## src/hdl/grant_queue.sv

```systemverilog
module grant_queue #(
    parameter int width = 2,
    parameter int depth = 4
)(
    input  logic             clk,
    input  logic             rst_n,
    input  logic             push,
    input  logic [width-1:0] push_data,
    input  logic             pop,
    output logic             not_full,
    output logic [width-1:0] head_data,
    output logic             head_valid
);

    localparam int ptr_w = (depth > 1) ? $clog2(depth) : 1;
    localparam int cnt_w = $clog2(depth + 1);

    logic [width-1:0] mem [depth];
    logic [ptr_w-1:0] wr_ptr;
    logic [ptr_w-1:0] rd_ptr;
    logic [cnt_w-1:0] fill;

    // Wraps for depths that are not a power of two
    function automatic logic [ptr_w-1:0] ptr_next(input logic [ptr_w-1:0] ptr);
        if (ptr == ptr_w'(depth - 1))
            return '0;
        else
            return ptr + 1'b1;
    endfunction

    always_ff @(posedge clk)
    begin
        if (push)
            mem[wr_ptr] <= push_data;
    end

    always_ff @(posedge clk or negedge rst_n)
    begin
        if (!rst_n)
        begin
            wr_ptr <= '0;
            rd_ptr <= '0;
            fill   <= '0;
        end
        else
        begin
            if (push)
                wr_ptr <= ptr_next(wr_ptr);
            if (pop)
                rd_ptr <= ptr_next(rd_ptr);
            if (push && !pop)
                fill <= fill + 1'b1;
            else if (pop && !push)
                fill <= fill - 1'b1;
        end
    end

    // Head word shows without a read cycle
    assign head_data  = mem[rd_ptr];
    assign head_valid = (fill != '0);
    assign not_full   = (fill != cnt_w'(depth));

endmodule

```

## config.mk

```make
export PLATFORM = sky130hd
export DESIGN_NAME = grant_queue
export DESIGN_NICKNAME = d
export VERILOG_FILES = /design/src/hdl/grant_queue.sv
export SDC_FILE = /design/constraint.sdc
export NUM_CORES = 1
export LEC_CHECK = 0
export ABC_CLOCK_PERIOD_IN_PS = 1700
export BUFFER_PORTS_ARGS = -buffer_cell sky130_fd_sc_hd__buf_2
export CAP_MARGIN = 20
export CORE_AREA = 5 5 43 45
export DETAILED_ROUTE_END_ITERATION = 8
export DIE_AREA = 0 0 48 50
export MAX_ROUTING_LAYER = met4
export PLACE_DENSITY = 0.71
export SYNTH_ARGS = -nofsm -noshare
export SYNTH_HDL_FRONTEND = slang
export SYNTH_SLANG_ARGS = --single-unit
```

## constraint.sdc

```tcl
create_clock -name clk -period 1.7 [get_ports clk]
set_input_delay 0.34 -clock clk [delete_from_list [all_inputs] [get_ports clk]]
set_output_delay 0.34 -clock clk [all_outputs]
set_load 0.05 [all_outputs]
```

[Word level (Yosys, flattened, before mapping)]
Memories as Yosys holds them, arrays and structs flattened.
Index checks and enable logic that the tools add are counted.
Operators by class
  add/sub/neg operators: 4
  eq/ne operators: 3
  multiplexer cells: 6
  reduce and logical (&&, ||, !) cells: 6
Operators with widths (count)
  3-bit 2-to-1 mux: 2
  2-bit by 1-bit adder with 2-bit output, second input constant: 2
  2-bit equality test, second input constant: 2
  2-bit 2-to-1 mux: 2
  3-bit by 1-bit adder with 3-bit output, second input constant: 1
  3-bit != test, second input constant: 1
  3-bit nonzero test: 1
  3-bit by 1-bit subtractor with 3-bit output, second input constant: 1
  1-bit logical AND: 2
  1-bit zero test: 2
  1-bit 2-to-1 mux: 2
  2-bit nonzero test: 1
Storage, ports and cells
  register bits: 7
  memory bits (writable): 8
  input port bits: 6
  output and inout bits: 4
  logic and storage cells: 23
  memories: 1
Memories
  mem: depth 4, bits a word 2, read ports 1, clocked after memory_dff 0, wr ports 1, line 18  | logic [width-1:0] mem [depth];

[Longest topological paths before layout]
  depth after elaboration: 4
  depth in mapped cells: 7
  gate-level depth less buffers: 7

[Worst setup path before layout]
OpenSTA, ideal clock, no wires.
  path type: register to output
  start point: register rd_ptr[0]
  end point: output port head_data[0]
  arrival time: 1.207 ns
  path slack: 0.153 ns
  stages on the path, launching flop included: 2
  buffers on the path: 0
  path through: dfrtp_1 mux4_1
On the way
  cells in the longest elaborated chain, start to end: 1
RTL lines
  start: declaration: line 20  | logic [ptr_w-1:0] rd_ptr;
  start signal: assignment: line 50  | rd_ptr <= ptr_next(rd_ptr);
  memory read 4 x 2 bit
  end: declaration: line 11  | output logic [width-1:0] head_data,
No other way between the ends.

[Final worst setup path]
Same ends and word-level chain as after synthesis.

==> impl_metrics.env <==
export IMPL_syn_area_um2=705.7
export IMPL_async_reset_ff_frac=0.4667
export IMPL_final_setup_worst_slack_ns=-0.02021
export IMPL_synth_area_leader_cell="edfxtp_1"
export IMPL_start_util=0.4913
export IMPL_cap_viol_max_count=0
export IMPL_dp_cells=74
export IMPL_dp_hpwl_um=779.1
export IMPL_slew_violations=0
export IMPL_setup_violations_final=2
export IMPL_die_area_um2=2400
export IMPL_fin_util=0.5767
export IMPL_fill_cells=119
export IMPL_maxSlewHeadroom=0.8334
export IMPL_syn_avg_cell_area_um2=14.70
export IMPL_ir_drop_v=0.0007320
export IMPL_die_h_um=50
export IMPL_yosys_warnings=0
export IMPL_first_iter_violations=2
export IMPL_synth_fp_nets=61
export IMPL_startpoint="rd_ptr[0]"
export IMPL_finalNonFillerCells=80
export IMPL_worstSetupEndpointType="output pin"
export IMPL_endpoint="head_data[0]"
export IMPL_ant_nets=0
export IMPL_io_buffer_count=9
export IMPL_violations="setup timing"
export IMPL_synth_most_common_cell="edfxtp_1"
export IMPL_r2r_end="fill[2]"
export IMPL_syn_inst=48
export IMPL_via_per_inst=4.688
export IMPL_ys_ff_latch=15
export IMPL_netlist_area_leader_share=0.3404
export IMPL_timing_fmax_mhz=581.3
export IMPL_grt_pass1_vias=362
export IMPL_seq_area_frac_synth=0.5887
export IMPL_clkTransAtPathRegs_ns=0.09
export IMPL_cts_root_buf="clkbuf_4"
export IMPL_timing_rr_start="fill[0]"
export IMPL_synthDistinctLibCells=14
export IMPL_final_net_count=78
export IMPL_firstDrtPassIters=2
export IMPL_fin_area_um2=828.3
export IMPL_crit_fanout=3
export IMPL_place_area_um2=778.2
export IMPL_worstMarginPinSlew_ns=0.2516
export IMPL_cts_buffer_depth=2
export IMPL_report_final_hold_viol_count=0
export IMPL_grt_setup_unrepaired="yes"
export IMPL_die_x_um=48
export IMPL_place_congestion=0.7306
export IMPL_routedWlPerCell_um=11.91
export IMPL_cp_required_ns=1.36
export IMPL_powerDensity_nw_per_um2=1701
export IMPL_place_ws_ns=0.06023
export IMPL_worst_hold_path_type="in2reg"
export IMPL_r2r_cells=4
export IMPL_track_usage=0.09827
export IMPL_cp_data_arrival_time_ns=1.38
export IMPL_clock_skew_ns=0.01039
export IMPL_grt_overflow=0
export IMPL_cts_buffers=3
export IMPL_drc=0
export IMPL_clock_sinks=15
export IMPL_drt_total_wl_um=953
export IMPL_coreArea_um2=1436
export IMPL_synth_main_ff_cell="edfxtp_1"
export IMPL_antennaDiodeCount=0
export IMPL_finalCritPeriodShare=1.012
export IMPL_rrSetupSlack_ns=0.30
export IMPL_period_needed_ns=1.720
export IMPL_vias=375
export IMPL_insertion_delay_ns=0.27
export IMPL_startpoint_type="register"
export IMPL_critPathKind="reg2out"
export IMPL_cts_tree="yes"
export IMPL_synth_edf_count=8
export IMPL_antenna_found_initial=0
export IMPL_ys_top_cells_by_count="8 x edfxtp_1, 7 x dfrtp_1, 6 x ha_1"
export IMPL_grt_max_degree=10
export IMPL_cts_htree_levels=1
export IMPL_grt_pass1_wl_mm=1.587
export IMPL_drive_above_1_share=0.3125
export IMPL_synthTopCellsByArea="edfxtp_1 34%, dfrtp_1 25%, ha_1 11%, mux4_1 7.4%, mux2_2 4.8%"
export IMPL_status="complete, but fails checks"
export IMPL_syn_to_final_growth_pct=17.38
export IMPL_p_leak_nw=0.3595
export IMPL_io_pins=10
export IMPL_placementRows=14
==> cell usage in the layout, fill, tap and decap left out <==
master and instances:
mux4_2 2, fa_1 1, clkbuf_4 3, mux2_2 3, nor2_1 4, edfxtp_1 8
dlygate4sd3_1 1, inv_1 4, clkinv_2 1, nand2_1 3, dfrtp_1 7, and2_1 4
or3_1 1, xnor2_1 1, o21ai_0 2, buf_2 7, buf_6 2, buf_4 2
ha_1 6, xor2_1 2
==> final cells by class <==
type	instances	area, um^2	share of cell area
Inverter	4	15.01	0.01813
Multi-Input combinational cell	29	267.8	0.3233
Clock buffer	3	22.52	0.02719
Timing Repair Buffer	12	82.58	0.09970
Tap cell	16	20.02	0.02417
Clock inverter	1	5.005	0.006042
Sequential cell	15	415.4	0.5015
==> metal layers <==
layer	vias up	GRT usage	wire length [um]
met3	2	0.03273	46
met1	167	0.1181	394
met2	8	0.1410	501
li1	198	-	-
met4	0	0.05381	12
met5	-	-	0
==> report_power, final <==
part           switching (mW)  internal, mW
combinational           0.344         0.277
sequential              0.101         0.503
clock                  0.0974        0.0869
==> flip-flops by register name, indices dropped and copies added, names as in the netlist <==
name / count
mem: 8
fill: 3
rd_ptr: 2
wr_ptr: 2
==> worst max-delay path, stage by stage, from the launching register on <==
cell and delay, ns:
dfrtp_1 0.42, mux4_2 0.52, buf_6 0.17
==> stage by stage <==
| step | hold WS [ns] | TNS, ns | power [mW] |
|---|---|---|---|
| final | 0.2803 | -0.04039 | 1.409 |
| after floorplan | 0.04441 | 0 | 1.039 |
| after detailed placement | 0.1796 | 0 | 1.170 |
| after global placement | 0.1823 | 0 | 1.148 |
| after CTS | 0.2729 | -0.08435 | 1.430 |
| after global routing | 0.2622 | -0.1980 | 1.521 |
==> kinds of logic after synthesis <==
family / share of synthesized area
fa+ha+maj: 0.1348
xor+xnor: 0.03724
buf+inv: 0.02127
compound gates: 0.01418
flops: 0.5887
simple gates: 0.08155
mux: 0.1223
==> worst min path at each step <==
stage | start | endpoint | slack, ns | depth (start not counted)
6_report | push_data[1] | mem[2][1] | 0.28 | 1
5_1_grt | push_data[1] | mem[2][1] | 0.26 | 1
4_1_cts | push_data[1] | mem[2][1] | 0.27 | 1
3_5_place_dp | rst_n | fill[2] | 0.18 | 1
3_3_place_gp | rst_n | wr_ptr[1] | 0.18 | 1
2_1_floorplan | rst_n | fill[0] | 0.04 | 0
==> what timing repair did <==
item,in CTS,in global routing
cloned,0,0
gates resized for setup,6,0
hold buffers,1,0
endpoints found under the hold margin,7,0
setup endpoints to repair,2,2
buffers inserted,1,0
No activity file was read; power rests on OpenSTA's default activity.
