==> src/hdl/axi_ic_pkg.sv <==
package axi_ic_pkg;

    // Write address channel
    localparam int addr_w = 32;

    // Burst length field, beats minus one
    localparam int len_w = 8;

    // Write data channel
    localparam int data_w = 32;

    // One strobe bit per data byte
    localparam int strb_w = data_w / 8;

    // Write response code
    localparam int resp_w = 2;

endpackage

==> src/hdl/wb_router.sv <==
module wb_router #(
    parameter int master_n = 4,
    parameter int id_w = 2
)(
    // Grant queue head
    input  logic [id_w-1:0]                        head_index,
    input  logic                                   head_valid,
    output logic                                   grant_pop,

    // Master side W
    input  logic [master_n*axi_ic_pkg::data_w-1:0] s_wdata,
    input  logic [master_n*axi_ic_pkg::strb_w-1:0] s_wstrb,
    input  logic [master_n-1:0]                    s_wlast,
    input  logic [master_n-1:0]                    s_wvalid,
    output logic [master_n-1:0]                    s_wready,

    // Slave side W
    output logic [axi_ic_pkg::data_w-1:0]          m_wdata,
    output logic [axi_ic_pkg::strb_w-1:0]          m_wstrb,
    output logic                                   m_wlast,
    output logic                                   m_wvalid,
    input  logic                                   m_wready,

    // Slave side B
    input  logic [axi_ic_pkg::resp_w-1:0]          m_bresp,
    input  logic [id_w-1:0]                        m_bid,
    input  logic                                   m_bvalid,
    output logic                                   m_bready,

    // Master side B
    output logic [master_n*axi_ic_pkg::resp_w-1:0] s_bresp,
    output logic [master_n-1:0]                    s_bvalid,
    input  logic [master_n-1:0]                    s_bready
);

    import axi_ic_pkg::*;

    // W payload of the master at the queue head
    assign m_wdata  = s_wdata[head_index*data_w +: data_w];
    assign m_wstrb  = s_wstrb[head_index*strb_w +: strb_w];
    assign m_wlast  = s_wlast[head_index];
    assign m_wvalid = head_valid && s_wvalid[head_index];

    // Ready goes back to the head master only
    always_comb
    begin
        s_wready = '0;
        for (int k = 0; k < master_n; k++)
        begin
            s_wready[k] = head_valid && (head_index == id_w'(k)) && m_wready;
        end
    end

    // Burst done, next grant comes up
    assign grant_pop = m_wvalid && m_wready && m_wlast;

    // Response code is common to all masters
    assign s_bresp = {master_n{m_bresp}};

    // Valid and ready steered by the returned ID
    always_comb
    begin
        s_bvalid = '0;
        m_bready = 1'b0;
        for (int k = 0; k < master_n; k++)
        begin
            if (m_bid == id_w'(k))
            begin
                s_bvalid[k] = m_bvalid;
                m_bready    = s_bready[k];
            end
        end
    end

endmodule

==> config.mk <==
export PLATFORM = sky130hd
export DESIGN_NAME = wb_router
export DESIGN_NICKNAME = d
export VERILOG_FILES = /design/src/hdl/axi_ic_pkg.sv /design/src/hdl/wb_router.sv
export SDC_FILE = /design/constraint.sdc
export NUM_CORES = 1
export LEC_CHECK = 0
export ABC_CLOCK_PERIOD_IN_PS = 2300
export BUFFER_PORTS_ARGS = -buffer_cell sky130_fd_sc_hd__buf_2
export CAP_MARGIN = 40
export CORE_AREA = 2 2 85 87
export DETAILED_ROUTE_END_ITERATION = 12
export DIE_AREA = 0 0 87 89
export PLACE_DENSITY_LB_ADDON = 0.12
export SLEW_MARGIN = 40
export SYNTH_ARGS = -nofsm -noshare
export SYNTH_HDL_FRONTEND = slang
export SYNTH_SLANG_ARGS = --single-unit
==> constraint.sdc <==
create_clock -name vclk -period 2.3
set_input_delay 0.46 -clock vclk [all_inputs]
set_output_delay 0.46 -clock vclk [all_outputs]
set_load 0.01 [all_outputs]
# After elaboration in Yosys (flattened, before gate mapping)
# Index checks and enable logic that the tools add are counted.
dict set report classes {
  addsub 0
  mul 0
  div 0
  order_cmp 1
  n_eq_ne 6
  shifts 2
  n_mux 12
  bitwise_logic 0
  reduce_logical 13
}
# op count
set ops {}
lappend ops {{128-bit by 8-bit indexed part select with 32-bit output} 1}
lappend ops {{16-bit by 5-bit indexed part select with 4-bit output} 1}
lappend ops {{1-bit logical AND} 11}
lappend ops {{1-bit two-way mux} 10}
lappend ops {{2-bit == test (second input constant)} 4}
lappend ops {{1-bit binary-select mux with 2-bit select} 2}
lappend ops {{2-bit by 1-bit == test with 1-bit output (second input constant)} 2}
lappend ops {{2-bit logical NOT} 2}
lappend ops {{2-bit by 3-bit < comparator with 1-bit output (second input constant)} 1}
dict set report word_totals {
  register_bits 0
  latch_bits 0
  ram_bits 0
  mem_bits_ro 0
  input_bits 165
  output_inout_bits 56
  elab_cells 34
  memories 0
}

# Longest topological paths before layout
dict set report depth {
  ltp_word 5
  depth_mapped 5
  depth_no_buf 2
}

# Worst setup path after synthesis
# OpenSTA, ideal clock, no wires.
dict set report synth_timing {
  path_kind {in2out}
  start {input port head_index[0]}
  end {output port m_wdata[29] (netlist name)}
  arrival_time_ns 1.349
  t_required_ns 1.840
  setup_slack_ns 0.491
  stages 4
  path_buffers 3
  path_cell_list {buf_6 -> buf_12 -> buf_12 -> mux4_2}
}
dict set report synth_between {
  elab_chain_len 1
}
# item line
set synth_lines {}
lappend synth_lines {{from (decl)} wb_router.sv:6} ;# input logic [id_w-1:0] head_index,
lappend synth_lines {{128-bit by 8-bit indexed part select with 32-bit output} wb_router.sv:39} ;# assign m_wdata = s_wdata[head_index*data_w +: data_w];
lappend synth_lines {{to (decl)} wb_router.sv:18} ;# output logic [axi_ic_pkg::data_w-1:0] m_wdata,
# No other way between the ends.

# Worst setup path after layout
dict set report layout_timing {
  start {input port head_index[0]}
  end {output port grant_pop}
}
dict set report layout_between {
  elab_chain_len 5
  word_cells_on_any_way 7
  cone_classes {4 x mux; 3 x reduce/logical}
}
# item line
set layout_lines {}
lappend layout_lines {{1-bit binary-select mux with 2-bit select} wb_router.sv:42} ;# assign m_wvalid = head_valid && s_wvalid[head_index];
lappend layout_lines {{1-bit two-way mux (implied by the code)} wb_router.sv:42}
lappend layout_lines {{1-bit logical AND} wb_router.sv:42}
lappend layout_lines {{1-bit logical AND} wb_router.sv:55} ;# assign grant_pop = m_wvalid && m_wready && m_wlast;
lappend layout_lines {{1-bit logical AND (*)} wb_router.sv:55}
lappend layout_lines {{to (decl)} wb_router.sv:8} ;# output logic grant_pop,
# Every way passes the cells marked *; elsewhere a longest branch is shown, timed or not. The select of a mux whose other input is x is not followed.

==> impl_metrics.yaml <==
clocking:
  cts.repair.resized: 0
  cts_setup_buffers: 0
  ctsHoldBuffers: 0
critical_path:
  worstPathRequired_ns: 1.84
  cp-end-kind: "output pin"
  crit_family: "multiplexers"
  slowest_stage: "mux4_2"
  critPathBufInv: 3
  worstPathMaxFanout: 16
  crit_arrival_ns: 1.65
  cp_common_cell: "buf_2"
  cp_slowest_stage_delay_ns: 0.53
  crit_path_cell_trace: "buf_2, buf_12, mux4_2, and3b_1, buf_2"
  critPathLaunchType: "input pin"
  crit_type: "in -> out"
route:
  via_per_inst: 4.52
  num_vias: 1581
  route.detailed.drc: 0
  ant_nets: 0
  drt-initial-drc-count: 19
  wl_um: 5260
  firstDrtPassIters: 4
  post_drt_wl_per_cell_um: 15.0
floorplanning:
  coreArea_um2: 6720
  chipHeight_um: 89
  rows: 30
  start_util_pct: 16.7
  dieArea_um2: 7740
  die_w_um: 87
  ios: 221
min_path:
  holdCritPathClass: "in -> out"
synthesis:
  synth_area_um2: 1120
  synth_top_area_share_pct: 64.1
  synth.yosys.warnings: 0
  ys_seq_area_share_pct: 0
  synth.most_common_cell: "mux4_2"
  syn_avg_cell_area_um2: 16.1
  synth_cell_types: 16
  synth.top_cells.by_area: "mux4_2 (64%), mux4_1 (16%), buf_4 (6.7%)"
  ys_top_cells_by_count: "mux4_2 (32), buf_4 (10), mux4_1 (7)"
  synth_area_leader_cell: "mux4_2"
  syn_inst: 70
  synth_fp_nets: 235
timing:
  tns_ns: 0
  period_share_pct: 91.8
  hold_viol: 0
  fmax_mhz: 474
  rsz0062_at_grt: "no"
  worstMarginPinSlew_ns: 0.298
  finalCriticalPeriod_ns: 2.11
  finalSetupViolCount: 0
  hold_slack_ns: 0.920
  slew_headroom_pct: 80.0
  slew_violations: 0
cells_and_area:
  seqCellArea_um2: 0
  multi_input_area_um2: 976
  utilization_pct: 32.8
  n_antenna_cell: 0
  fillers: 732
  clock_buffers: 0
  seq_cells: 0
  finalNetCount: 437
  syn2layout_area_growth_pct: 96.3
  drive_gt1_share_pct: 92.2
global_routing:
  grt_pass1_vias: 1550
  grt_overflow: 0
  antenna_found_initial: 0
  grt_pass1_wl_um: 7310
  grt_max_degree: 22
  grt_use_total_pct: 11.8
power_and_ir_drop:
  p_seq_share_pct: 0
  ir_drop_v: 0.0000751
  power.total_uw: 424
  powerDensity_nw_per_um2: 192
  combPwrFrac_pct: 100.0
  clkPwrFrac_pct: 0
  intPower_uw: 264
  power.switching_uw: 160
  p_leak_nw: 1.20
  switching_share_pct: 37.7
placed_design:
  port_buffers: 211
  dp_hpwl_um: 4910
  finalWeightedCongestion: 0.726
run_status:
  status: "complete, no violations"
run:
  maxCapViolCount: 0
[layer usage]
metal	part of all wire, %	track usage [%]
met1	31	12.8
met3	13	2.31
met2	56	24.8
met5	0	0
met4	0	0
[placed cells by master, fill, tap and decap left out]
cell	count
buf_2	211
and3_1	1
nor3_1	2
and2_1	1
nor3b_1	1
and3b_1	2
nand3_1	1
nor2_1	3
inv_1	1
mux4_2	32
nand2_1	2
mux4_1	7
buf_12	2
buf_4	4
[logic make-up (layout without fill, tap and decap cells)]
| family | count (synthesis) | after routing | share of synthesized area [%] |
|---|---|---|---|
| mux | 39 | 39 | 80.5 |
| buf+inv | 18 | 218 | 13.1 |
| simple gates | 13 | 13 | 6.35 |
[power groups by stage]
stage	sequential (mW)	combinational, mW	clock [mW]
3_5_place_dp	0	0.432	0
3_3_place_gp	0	0.430	0
2_1_floorplan	0	0.225	0
4_1_cts	0	0.433	0
6_report	0	0.424	0
5_1_grt	0	0.463	0
[cell type report]
| class | count | area share (%) |
|---|---|---|
| Timing Repair Buffer | 217 | 51.0 |
| Multi-Input combinational cell | 52 | 44.2 |
| Tap cell | 80 | 4.54 |
| Inverter | 1 | 0.170 |
[path summary, 6_finish.rpt]
check          to  cells after the start           from  slack (ns)
max     grant_pop                      5  head_index[0]        0.19
min    s_bresp[6]                      0     m_bresp[0]        0.92
[through the flow]
step,cell area [um^2],setup slack [ns],cells
2_1_floorplan,1120,0.491,70
3_3_place_gp,2210,0.184,350
3_5_place_dp,2210,0.164,350
4_1_cts,2210,0.167,350
5_1_grt,2210,0.109,350
6_report,2210,0.189,350
Note: power is estimated with default switching activity, not from simulation.
